File: config.mk
export PLATFORM = sky130hd
export DESIGN_NAME = decode_stage
export DESIGN_NICKNAME = d
export VERILOG_FILES = /design/src/hdl/decode_pkg.sv /design/src/hdl/fetch_buffer.sv /design/src/hdl/inst_decoder.sv /design/src/hdl/uop_dispatch.sv /design/src/hdl/decode_stage.sv
export SDC_FILE = /design/constraint.sdc
export NUM_CORES = 1
export LEC_CHECK = 0
export BUFFER_PORTS_ARGS = -buffer_cell sky130_fd_sc_hd__buf_2
export CAP_MARGIN = 20
export CORE_AREA = 5 5 269 271
export CTS_CLUSTER_DIAMETER = 200
export DETAILED_ROUTE_END_ITERATION = 6
export DIE_AREA = 0 0 274 276
export GPL_ROUTABILITY_DRIVEN = 0
export GPL_TIMING_DRIVEN = 1
export PLACE_DENSITY = 0.7
export SLEW_MARGIN = 20
export SYNTH_ARGS = -nofsm -noshare
export SYNTH_HDL_FRONTEND = slang
export SYNTH_SLANG_ARGS = --single-unit
File: constraint.sdc
create_clock -name clk -period 19.1 [get_ports clk]
set_input_delay 0.955 -clock clk [delete_from_list [all_inputs] [get_ports clk]]
set_output_delay 0.955 -clock clk [all_outputs]
set_load 0.01 [all_outputs]
File: src/hdl/decode_pkg.sv
/*
 * shared types of the decode stage
 *   fetch packet, class bits, operand selects, micro-op, decoder flags
 *   alu operation codes, exception codes, canonical nop
 */
`default_nettype none

package decode_pkg;

    ////////////////////////////////////////////////////////////
    // fetch side

    // one fetched word as delivered by the fetch unit
    typedef struct packed {
        logic        valid;
        logic        unknown;
        logic [31:0] badv;
        logic [6:0]  exc;
        logic [31:0] pc_next;
        logic [31:0] pc;
        logic [31:0] inst;
    } fetch_pkt_t;

    ////////////////////////////////////////////////////////////
    // micro-op fields

    // one-hot class, all zero for nop or illegal
    typedef struct packed {
        logic alu;
        logic mul;
        logic div;
        logic mem;
        logic br;
        logic csr;
        logic cache;
        logic tlb;
        logic idle;
        logic eret;
        logic bar;
    } itype_t;

    typedef enum logic [1:0] {
        SRC1_RF    = 2'd0,
        SRC1_PC    = 2'd1,
        SRC1_ZERO  = 2'd2,
        SRC1_CNTID = 2'd3
    } src1_sel_t;

    typedef enum logic [1:0] {
        SRC2_RF   = 2'd0,
        SRC2_IMM  = 2'd1,
        SRC2_CNTL = 2'd2,
        SRC2_CNTH = 2'd3
    } src2_sel_t;

    // alu codes follow inst[18:15] of the 3R format
    localparam logic [3:0] ALU_ADD  = 4'b0000;
    localparam logic [3:0] ALU_SUB  = 4'b0010;
    localparam logic [3:0] ALU_SLT  = 4'b0100;
    localparam logic [3:0] ALU_SLTU = 4'b0101;
    localparam logic [3:0] ALU_NOR  = 4'b1000;
    localparam logic [3:0] ALU_AND  = 4'b1001;
    localparam logic [3:0] ALU_OR   = 4'b1010;
    localparam logic [3:0] ALU_XOR  = 4'b1011;
    localparam logic [3:0] ALU_SRA  = 4'b1100;
    localparam logic [3:0] ALU_SLL  = 4'b1110;
    localparam logic [3:0] ALU_SRL  = 4'b1111;

    typedef struct packed {
        logic        valid;
        itype_t      itype;
        src1_sel_t   src1;
        src2_sel_t   src2;
        logic [3:0]  cond;
        logic        sign;
        logic        mem_atomic;
        logic        privileged;
        logic [4:0]  rd;
        logic [4:0]  rj;
        logic [4:0]  rk;
        logic [31:0] imm;
        logic [31:0] pc;
        logic [31:0] pc_next;
        logic [6:0]  exc;
        logic [31:0] badv;
        logic [31:0] inst;
    } uop_t;

    typedef struct packed {
        logic illegal;
        logic syscall;
        logic brk;
    } dec_flags_t;

    ////////////////////////////////////////////////////////////
    // exception codes and constants

    localparam logic [6:0] EXC_NONE = 7'h00;
    localparam logic [6:0] EXC_SYS  = 7'h0b;
    localparam logic [6:0] EXC_BRK  = 7'h0c;
    localparam logic [6:0] EXC_INE  = 7'h0d;

    // addi.w r0, r0, 0
    localparam logic [31:0] INST_NOP = 32'h0280_0000;

endpackage

`default_nettype wire

File: src/hdl/fetch_buffer.sv
/*
 * fetch buffer
 *   prefix count over the valid words of a bundle,
 *   compaction into the low lanes, one register stage
 */
`timescale 1ns/1ns
`default_nettype none

module fetch_buffer import decode_pkg::*; #(
    parameter int LANES = 2
) (
    input  wire logic                     clk,
    input  wire logic                     rst_n,
    input  wire logic                     flush,
    input  wire logic                     fetch_stb,
    input  wire fetch_pkt_t [LANES-1:0]   fetch_bundle,
    output fetch_pkt_t [LANES-1:0]        lane_pkt,
    output logic                          lane_stb
);

    localparam int CW = (LANES > 1) ? $clog2(LANES) : 1;

    logic [CW-1:0]          pos [LANES];
    fetch_pkt_t [LANES-1:0] packed_pkt;
    fetch_pkt_t [LANES-1:0] lane_q;
    logic [LANES-1:0]       vld_q;

    // target lane of each word = number of valid words below it
    always_comb begin
        pos[0] = '0;
        for (int i = 1; i < LANES; i++) begin
            pos[i] = pos[i-1] + CW'(fetch_bundle[i-1].valid);
        end
    end

    always_comb begin
        packed_pkt = '0;
        for (int i = 0; i < LANES; i++) begin
            if (fetch_bundle[i].valid) begin
                packed_pkt[pos[i]] = fetch_bundle[i];
            end
        end
    end

    always_ff @(posedge clk) begin
        if (fetch_stb) begin
            lane_q <= packed_pkt;
        end
    end

    // valid bits live for one cycle only
    always_ff @(posedge clk or negedge rst_n) begin
        if (!rst_n) begin
            vld_q <= '0;
        end else if (flush || !fetch_stb) begin
            vld_q <= '0;
        end else begin
            for (int j = 0; j < LANES; j++) begin
                vld_q[j] <= packed_pkt[j].valid;
            end
        end
    end

    always_comb begin
        lane_pkt = lane_q;
        for (int j = 0; j < LANES; j++) begin
            lane_pkt[j].valid = vld_q[j];
        end
    end

    // compacted, so lane 0 valid is enough
    assign lane_stb = vld_q[0];

endmodule

`default_nettype wire

File: src/hdl/inst_decoder.sv
/*
 * single lane instruction decoder, purely combinational
 *   class, operand selects, operation / branch condition,
 *   register numbers, immediate, illegal detection
 */
`timescale 1ns/1ns
`default_nettype none

module inst_decoder import decode_pkg::*; (
    input  wire fetch_pkt_t pkt,
    output uop_t            uop,
    output dec_flags_t      flags
);

    logic [31:0] inst;
    itype_t      ty;
    logic        is_b_or_bl, is_jirl, is_preload, is_pcadd, is_lui;
    logic        is_alu_imm, is_invtlb, is_ecall, is_alu_sfti, is_sra;
    logic        is_time, is_alu, mem_write, is_store;
    logic [3:0]  alu_op;
    logic        alu_op_bad, br_bad, illegal;
    src1_sel_t   src1;
    src2_sel_t   src2;
    logic        is_i12, is_u12, is_i14, is_i16, is_i26, is_i20;

    assign inst = pkt.inst;

    ////////////////////////////////////////////////////////////
    // classification, bit 31 is checked separately
    always_comb begin
        ty       = '0;
        ty.br    = inst[30];
        ty.bar   = inst[30:16] == 15'b011100001110010;
        ty.mem   = inst[30:28] == 3'b010;
        ty.csr   = inst[30:24] == 7'b0000100;
        ty.cache = inst[30:22] == 9'b000011000;
        ty.idle  = inst[30:15] == 16'b0000110010010001;
        ty.eret  = inst[30:10] == 21'b000011001001000001110;
        ty.tlb   = is_invtlb ||
                   (inst[30:13] == 18'b000011001001000001 && inst[12:10] != 3'b110);
        ty.mul   = inst[30:17] == 14'b00000000001110;
        ty.div   = inst[30:17] == 14'b00000000010000;
        ty.alu   = is_alu || is_time || is_sra || is_alu_sfti || is_alu_imm ||
                   is_pcadd || is_lui;
    end

    assign is_b_or_bl  = inst[30:27] == 4'b1010;
    assign is_jirl     = inst[30:26] == 5'b10011;
    assign is_preload  = inst[30:22] == 9'b010101011;
    assign is_pcadd    = inst[30:25] == 6'b001110;
    assign is_lui      = inst[30:25] == 6'b001010;
    assign is_alu_imm  = inst[30:25] == 6'b000001;
    assign is_invtlb   = inst[30:15] == 16'b0000110010010011;
    assign is_ecall    = inst[30:17] == 14'b00000000010101 && !inst[15];
    assign is_alu_sfti = inst[30:20] == 11'b00000000100 && inst[17:15] == 3'b001;
    assign is_sra      = inst[30:15] == 16'b0000000000110000;
    assign is_time     = inst[30:11] == 20'b00000000000000001100;
    assign is_alu      = inst[30:19] == 12'b000000000010;
    assign mem_write   = ty.mem && inst[24];
    // sc.w writes its status to rd, plain stores do not
    assign is_store    = mem_write && inst[27];

    ////////////////////////////////////////////////////////////
    // operand selects and alu operation
    always_comb begin
        if (is_lui) src1 = SRC1_ZERO;
        else if (is_pcadd) src1 = SRC1_PC;
        else if (is_time && !inst[10] && inst[4:0] == 5'd0) src1 = SRC1_CNTID;
        else src1 = SRC1_RF;

        if (is_alu_imm || is_alu_sfti || is_lui || is_pcadd) src2 = SRC2_IMM;
        else if (is_time && !inst[10] && inst[4:0] != 5'd0) src2 = SRC2_CNTL;
        else if (is_time) src2 = SRC2_CNTH;
        else src2 = SRC2_RF;
    end

    always_comb begin
        alu_op     = ALU_ADD;
        alu_op_bad = 1'b0;
        if (is_alu) begin
            alu_op = inst[18:15];
        end else if (is_alu_imm) begin
            case (inst[24:22])
                3'b000:  alu_op = ALU_SLT;
                3'b001:  alu_op = ALU_SLTU;
                3'b010:  alu_op = ALU_ADD;
                3'b101:  alu_op = ALU_AND;
                3'b110:  alu_op = ALU_OR;
                3'b111:  alu_op = ALU_XOR;
                default: alu_op_bad = 1'b1;
            endcase
        end else if (is_alu_sfti) begin
            case (inst[19:18])
                2'b00:   alu_op = ALU_SLL;
                2'b01:   alu_op = ALU_SRL;
                2'b10:   alu_op = ALU_SRA;
                default: alu_op_bad = 1'b1;
            endcase
        end else if (is_sra) begin
            alu_op = ALU_SRA;
        end
    end

    // jirl, b, bl, beq .. bgeu occupy 4'b0011 to 4'b1011
    assign br_bad  = ty.br && (inst[29:26] < 4'b0011 || inst[29:26] > 4'b1011);
    assign illegal = alu_op_bad || br_bad || inst[31] ||
                     (ty == '0 && !is_ecall) || (is_invtlb && inst[4:0] > 5'd6);

    ////////////////////////////////////////////////////////////
    // immediate formats, exactly one is active
    assign is_i12 = ty.cache || (is_alu_imm && !inst[24]) || (ty.mem && inst[27]) ||
                    is_alu_sfti;
    assign is_u12 = is_alu_imm && inst[24];
    assign is_i14 = (ty.mem && !inst[27]) || ty.csr;
    assign is_i16 = ty.br && !is_b_or_bl;
    assign is_i26 = is_b_or_bl;
    assign is_i20 = is_pcadd || is_lui;

    always_comb begin
        uop            = '0;
        uop.valid      = pkt.valid;
        uop.itype      = (inst == INST_NOP || illegal) ? itype_t'('0) : ty;
        uop.src1       = src1;
        uop.src2       = src2;
        uop.cond       = ({4{ty.alu}} & alu_op) |
                         {3'b000, ty.div & inst[15]} |
                         {3'b000, ty.mul & (inst[15] | inst[16])} |
                         ({4{ty.mem}} & {1'b0, inst[24], inst[27] ? inst[23:22] : 2'b10}) |
                         ({4{ty.br}} & inst[29:26]);
        uop.sign       = ((ty.mul || ty.div) && !inst[16]) || (ty.mem && !inst[25]);
        uop.mem_atomic = ty.mem && !inst[27];
        uop.privileged = ty.cache || ty.tlb || ty.csr || ty.eret || ty.idle;

        // bl links through r1
        if (ty.cache || ty.tlb || ty.idle || is_preload || is_store ||
            (ty.br && !is_jirl && inst[29:26] != 4'b0101)) uop.rd = 5'd0;
        else if (inst[30:26] == 5'b10101) uop.rd = 5'd1;
        else uop.rd = inst[4:0] | ({5{is_time}} & inst[9:5]);

        if ((ty.tlb && !is_invtlb) || ty.idle || is_pcadd || is_lui || is_b_or_bl ||
            is_time) uop.rj = 5'd0;
        else uop.rj = inst[9:5];

        // store data and compare operand moved from the rd field
        if (is_alu || is_sra || ty.mul || ty.div || is_invtlb) uop.rk = inst[14:10];
        else if (mem_write || (ty.br && !is_b_or_bl && !is_jirl) || ty.csr) uop.rk = inst[4:0];
        else uop.rk = 5'd0;

        uop.imm = ({32{is_i12}} & {{20{inst[21]}}, inst[21:10]}) |
                  ({32{is_u12}} & {20'd0, inst[21:10]}) |
                  ({32{is_i14}} & {{18{inst[23]}}, inst[23:10]}) |
                  ({32{is_i16}} & {{16{inst[25]}}, inst[25:10]}) |
                  ({32{is_i26}} & {{6{inst[9]}}, inst[9:0], inst[25:10]}) |
                  ({32{is_i20}} & {inst[24:5], 12'd0});

        uop.pc      = pkt.pc;
        uop.pc_next = pkt.pc_next;
        uop.exc     = pkt.exc;
        uop.badv    = pkt.badv;
        uop.inst    = inst;
    end

    assign flags.illegal = illegal;
    assign flags.syscall = is_ecall && inst[16];
    assign flags.brk     = is_ecall && !inst[16];

endmodule

`default_nettype wire

File: src/hdl/uop_dispatch.sv
/*
 * dispatch register
 *   per lane exception priority, kill of younger lanes,
 *   registered bundle with uop and exception strobes
 */
`timescale 1ns/1ns
`default_nettype none

module uop_dispatch import decode_pkg::*; #(
    parameter int LANES = 2
) (
    input  wire logic                     clk,
    input  wire logic                     rst_n,
    input  wire logic                     flush,
    input  wire logic                     lane_stb,
    input  wire uop_t [LANES-1:0]         dec_uop,
    input  wire dec_flags_t [LANES-1:0]   dec_flags,
    output logic                          uop_stb,
    output logic                          exc_stb,
    output uop_t [LANES-1:0]              uop_bundle
);

    uop_t [LANES-1:0] nxt;
    logic [LANES-1:0] nxt_vld;
    logic             kill;
    uop_t [LANES-1:0] uop_q;
    logic [LANES-1:0] vld_q;
    logic             take;

    ////////////////////////////////////////////////////////////
    // exception merge, lowest excepting lane ends the bundle
    always_comb begin
        nxt  = dec_uop;
        kill = 1'b0;
        for (int i = 0; i < LANES; i++) begin
            // fetch exception has priority over decode ones
            if (dec_uop[i].exc == EXC_NONE) begin
                if (dec_flags[i].illegal) nxt[i].exc = EXC_INE;
                else if (dec_flags[i].syscall) nxt[i].exc = EXC_SYS;
                else if (dec_flags[i].brk) nxt[i].exc = EXC_BRK;
            end
            nxt_vld[i] = dec_uop[i].valid && !kill;
            if (nxt_vld[i] && nxt[i].exc != EXC_NONE) begin
                kill = 1'b1;
            end
        end
    end

    assign take = lane_stb && !flush;

    always_ff @(posedge clk) begin
        if (lane_stb) begin
            uop_q <= nxt;
        end
    end

    always_ff @(posedge clk or negedge rst_n) begin
        if (!rst_n) begin
            uop_stb <= 1'b0;
            exc_stb <= 1'b0;
            vld_q   <= '0;
        end else begin
            uop_stb <= take;
            exc_stb <= take && kill;
            vld_q   <= take ? nxt_vld : '0;
        end
    end

    always_comb begin
        uop_bundle = uop_q;
        for (int j = 0; j < LANES; j++) begin
            uop_bundle[j].valid = vld_q[j];
        end
    end

endmodule

`default_nettype wire

File: src/hdl/decode_stage.sv
/*
 * decode stage top level
 *   fetch buffer, one decoder per lane, dispatch register
 */
`timescale 1ns/1ns
`default_nettype none

module decode_stage import decode_pkg::*; #(
    parameter int LANES = 2
) (
    input  wire logic                     clk,
    input  wire logic                     rst_n,
    input  wire logic                     flush,
    input  wire logic                     fetch_stb,
    input  wire fetch_pkt_t [LANES-1:0]   fetch_bundle,
    output logic                          uop_stb,
    output logic                          exc_stb,
    output uop_t [LANES-1:0]              uop_bundle
);

    fetch_pkt_t [LANES-1:0] lane_pkt;
    logic                   lane_stb;
    uop_t [LANES-1:0]       dec_uop;
    dec_flags_t [LANES-1:0] dec_flags;

    fetch_buffer #(.LANES(LANES)) u_fetch_buffer (
        .clk          (clk),
        .rst_n        (rst_n),
        .flush        (flush),
        .fetch_stb    (fetch_stb),
        .fetch_bundle (fetch_bundle),
        .lane_pkt     (lane_pkt),
        .lane_stb     (lane_stb)
    );

    // zero latency decode, one per lane
    for (genvar i = 0; i < LANES; i++) begin : g_lane
        inst_decoder u_inst_decoder (
            .pkt   (lane_pkt[i]),
            .uop   (dec_uop[i]),
            .flags (dec_flags[i])
        );
    end

    uop_dispatch #(.LANES(LANES)) u_uop_dispatch (
        .clk        (clk),
        .rst_n      (rst_n),
        .flush      (flush),
        .lane_stb   (lane_stb),
        .dec_uop    (dec_uop),
        .dec_flags  (dec_flags),
        .uop_stb    (uop_stb),
        .exc_stb    (exc_stb),
        .uop_bundle (uop_bundle)
    );

endmodule

`default_nettype wire

==> results_tabular.tex <==
\begin{tabular}{lr}
\hline
Metric & Value \\
\hline
\multicolumn{2}{l}{\textbf{Detailed routing}} \\
Initial DRC Count & 2132 \\
Detailed Routing Iterations Pass 1 & 7 \\
Number of vias in the routed layout & $\sim$17000 \\
Wire per inst & between 20 and 30 µm \\
Via-per-instance ratio & between 5 and 6 \\
Post-Route WL & around 81000 µm \\
\# DRC & 0 \\
Post-route ant nets & 0 \\
\multicolumn{2}{l}{\textbf{Worst setup path}} \\
CP endpoint kind & register \\
Source of the worst register-to-register timing path & u\_fetch\_buffer.vld\_q[0] \\
Critical path, cell by cell & buf\_4 > buf\_4 > buf\_4 \\
Timing startpoint of the critical path & u\_fetch\_buffer.vld\_q[0] \\
Slowest cell delay on critical path & 0.97 ns \\
Setup Crit Path Kind & register to register \\
Nature of the critical path startpoint & register \\
Highest-delay cell along the critical path & sky130\_fd\_sc\_hd\_\_buf\_4 \\
Cell family contributing the most delay on the critical path & buffers and inverters \\
Worst path arrival time & between 4 and 5 ns \\
Most numerous cell on the critical path & sky130\_fd\_sc\_hd\_\_buf\_4 \\
Critical path required time & 19.30 ns \\
Maximum fanout count along the critical path & 86 \\
Buf/Inv on CP & 3 \\
\multicolumn{2}{l}{\textbf{Cells and area}} \\
Synthesis-to-finish area growth & 26.1\% \\
Final design instance area without fill & 0.0327 mm² \\
Filler cells & around 6000 \\
Proportion of layout cells with a drive suffix above 1 & 0.374 \\
Post-layout util & 0.470 \\
Number of nets at the end of the flow & $\sim$2500 \\
\multicolumn{2}{l}{\textbf{Global route}} \\
Global routing met2 resource utilization & 0.347 \\
Remaining global-route overflow & 0 \\
Largest net degree at the start of global routing & 117 \\
Met3 usage & 0.0744 \\
Total GRT Usage & 0.206 \\
Met1 GRT Util & 0.248 \\
First-pass GRT wire length & 117000 µm \\
Initial antenna violation count & 17 \\
Grt peak-use layer & met2 \\
Number of global-route vias before repair & 17310 \\
\multicolumn{2}{l}{\textbf{Clock tree}} \\
Root Buffer Master & sky130\_fd\_sc\_hd\_\_clkbuf\_16 \\
TritonCTS clock tree & built \\
Hold-fix buffers at CTS & 0 \\
Clock-pin slew of the registers on the worst-case setup and hold paths & roughly 0.06 ns \\
TritonCTS sink count & 683 \\
CTS H-tree depth & 3 \\
Total of cells resized after clock tree synthesis & 0 \\
Clock tree buffer depth & 3 \\
Number of buffers added by the clock tree synthesis step & 71 \\
Number of post-CTS setup repair buffers & 0 \\
Clk\_lat worst skew & 0.60 ns \\
\multicolumn{2}{l}{\textbf{Logic synthesis}} \\
Flip-flop and latch count after synthesis & 683 \\
Synth cell types & 76 \\
Cells after Synth & $\sim$1500 \\
Synthesis Warnings & 0 \\
Synthesized cell area & around 0.026 mm² \\
Portion of the post-synthesis area used by sequential elements & 0.790 \\
Synth Area per Inst & 16.8 µm² \\
Async set-reset flop share out of synthesis & 0.00732 \\
Post-synth EDFFs & 678 \\
Top\_reg\_cell synth & sky130\_fd\_sc\_hd\_\_edfxtp\_1 \\
Post-synth net total & $\sim$1800 \\
\multicolumn{2}{l}{\textbf{Floorplan}} \\
Initial core utilization & 0.373 \\
Area of the core region & slightly below 0.07 mm² \\
Area enclosed by the die boundary & 0.0756 mm² \\
I/O pin cnt & 690 \\
Overall die width & 274 µm \\
Cell Rows & 97 \\
Die span in y & $\sim$280 µm \\
\multicolumn{2}{l}{\textbf{Timing}} \\
Highest Clock Rate & 0.250 GHz \\
Unrepaired setup endpoints after global routing & false \\
Fin Clk Skew & $\sim$0.016 ns \\
Relative max-transition margin & 0.275 \\
Max-slew violation count & 0 \\
Slew at the pin closest to its max-slew limit & approximately 1.1 ns \\
Final worst path period need & roughly 4 ns \\
Number of failing hold endpoints at the final stage & 0 \\
Period utilization & 0.209 \\
Total of endpoints with negative setup slack in the final report & 0 \\
Total negative slack & 0 ns \\
\multicolumn{2}{l}{\textbf{Outcome}} \\
Status & finished clean \\
\multicolumn{2}{l}{\textbf{Job}} \\
Count of maximum capacitance violations & 0 \\
\multicolumn{2}{l}{\textbf{Pwr}} \\
Total power per unit cell area & 110 mW/mm² \\
Total design power & 3580 µW \\
VDD IR-drop max & 0.000107 V \\
Leakage power total & approximately 0.013 µW \\
\multicolumn{2}{l}{\textbf{Placed design}} \\
Input/output buffers & 687 \\
Detailed Place HPWL & 57800 µm \\
Cell Area, Placed & 0.0303 mm² \\
\multicolumn{2}{l}{\textbf{Min path}} \\
Worst min-delay path class & primary input to async pin \\
\hline
\end{tabular}
-- through the flow --
step           setup WS [ns]  hold slack, ns  std cells
3_5_place_dp           15.02           0.405       3078
3_3_place_gp           15.18           0.400       3078
2_1_floorplan           9.17           0.400       1545
5_1_grt                14.79           0.129       3204
4_1_cts                14.99           0.110       3201
6_report               15.10           0.163       3212
-- cell usage after synthesis (3+ instances only) --
master                      instances  area [µm²]
sky130_fd_sc_hd__o211ai_1           5        37.5
sky130_fd_sc_hd__nor2b_1           24         150
sky130_fd_sc_hd__a31oi_1            8        50.1
sky130_fd_sc_hd__nand4b_1           4        35.0
sky130_fd_sc_hd__clkbuf_1          96         360
sky130_fd_sc_hd__or4_2              3        26.3
sky130_fd_sc_hd__or3_1              3        18.8
sky130_fd_sc_hd__a21o_1            12        90.1
sky130_fd_sc_hd__and3_1           139         870
sky130_fd_sc_hd__a221o_1           32         320
sky130_fd_sc_hd__nand3_1           21         105
sky130_fd_sc_hd__a2111oi_0          3        26.3
sky130_fd_sc_hd__o31ai_1            3        22.5
sky130_fd_sc_hd__buf_1              9        33.8
sky130_fd_sc_hd__nor2_1            57         214
sky130_fd_sc_hd__or2_2              7        43.8
sky130_fd_sc_hd__a22o_1           145        1270
sky130_fd_sc_hd__nand2_1           50         188
sky130_fd_sc_hd__nand2b_1          11        68.8
sky130_fd_sc_hd__nor4_2             3        37.5
sky130_fd_sc_hd__buf_6              3        33.8
sky130_fd_sc_hd__and2b_2            3        26.3
sky130_fd_sc_hd__and2_1            24         150
sky130_fd_sc_hd__inv_1             18        67.6
sky130_fd_sc_hd__nor4_1            23         144
sky130_fd_sc_hd__and3_2             3        22.5
sky130_fd_sc_hd__dfrtp_1            5         125
sky130_fd_sc_hd__o221ai_1           5        43.8
sky130_fd_sc_hd__nor3_1            20         100
sky130_fd_sc_hd__nand4_1            8        50.1
sky130_fd_sc_hd__or4_1              5        37.5
sky130_fd_sc_hd__nand3b_1           6        45.0
sky130_fd_sc_hd__edfxtp_1         678       20400
sky130_fd_sc_hd__o21ai_0           28         140
sky130_fd_sc_hd__a211oi_1           3        22.5
sky130_fd_sc_hd__nor3b_1            5        37.5
sky130_fd_sc_hd__a21oi_1           28         140
sky130_fd_sc_hd__o22ai_1            3        18.8
-- worst paths after layout --
| check | end | slack, ns | cells after the start |
|---|---|---|---|
| max in group asynchronous | u_fetch_buffer.vld_q[0] | 18.78 | 1 |
| worst min-delay path | u_uop_dispatch.exc_stb | 0.16 | 1 |
| worst min register to register | u_uop_dispatch.uop_bundle[302] | 0.41 | 0 |
| worst max-delay path | u_uop_dispatch.uop_bundle[19] | 15.10 | 3 |
| worst max register to register | u_uop_dispatch.uop_bundle[19] | 15.10 | 3 |
| min in group clk | u_uop_dispatch.uop_bundle[302] | 0.41 | 0 |
-- layer usage --
metal,vias up,part of all wire,wire [µm]
met4,18,0.031,2510
met3,190,0.12,9480
met5,-,0.0013,109
met2,1095,0.49,40000
li1,7540,-,-
met1,8560,0.36,29400
-- power by group --
group	switching (µW)	internal [µW]	leakage, µW
Combinational	179	113	0.00503
Sequential	72.2	1790	0.00634
Clock	582	853	0.00116
Total	833	2750	0.0125
-- state kept, by name, indices dropped and copies added (netlist names) --
| register | count |
|---|---|
| u_fetch_buffer.lane_pkt | 270 |
| u_fetch_buffer.vld_q | 2 |
| u_uop_dispatch.exc_stb | 1 |
| u_uop_dispatch.uop_bundle | 408 |
| u_uop_dispatch.vld_q | 2 |
-- area by class of cell --
type                       instances  area [µm²]  area share
timing repair buffer             705        3600       0.110
clock inverter                    40         574      0.0176
multi-input combinational        732        4950       0.151
sequential                       683       20500       0.627
tap                              940        1180      0.0360
inverter                          18        67.6     0.00207
antenna                           11        27.5    0.000842
clock buffer                      83        1820      0.0557
-- cell families (layout without fill, tap and decap cells) --
group           count (synthesis)  in the layout  synth area share
flops                         683            683             0.790
buf+inv                       130            846            0.0203
mux                             2              2          0.000820
simple gates                  431            431            0.0959
other cells                     0             11                 0
compound gates                299            299            0.0928
-- layout by cell type, fill, tap and decap left out, types with 24 or more instances in the layout --
| master | Yosys | final |
|---|---|---|
| sky130_fd_sc_hd__clkbuf_16 | 0 | 71 |
| sky130_fd_sc_hd__and2_1 | 24 | 24 |
| sky130_fd_sc_hd__o21ai_0 | 28 | 28 |
| sky130_fd_sc_hd__a221o_1 | 32 | 32 |
| sky130_fd_sc_hd__nor2_1 | 57 | 57 |
| sky130_fd_sc_hd__and3_1 | 139 | 139 |
| sky130_fd_sc_hd__nand2_1 | 50 | 50 |
| sky130_fd_sc_hd__a22o_1 | 145 | 145 |
| sky130_fd_sc_hd__buf_2 | 1 | 684 |
| sky130_fd_sc_hd__a21oi_1 | 28 | 28 |
| sky130_fd_sc_hd__edfxtp_1 | 678 | 678 |
Power figures use the tool's default switching activity.
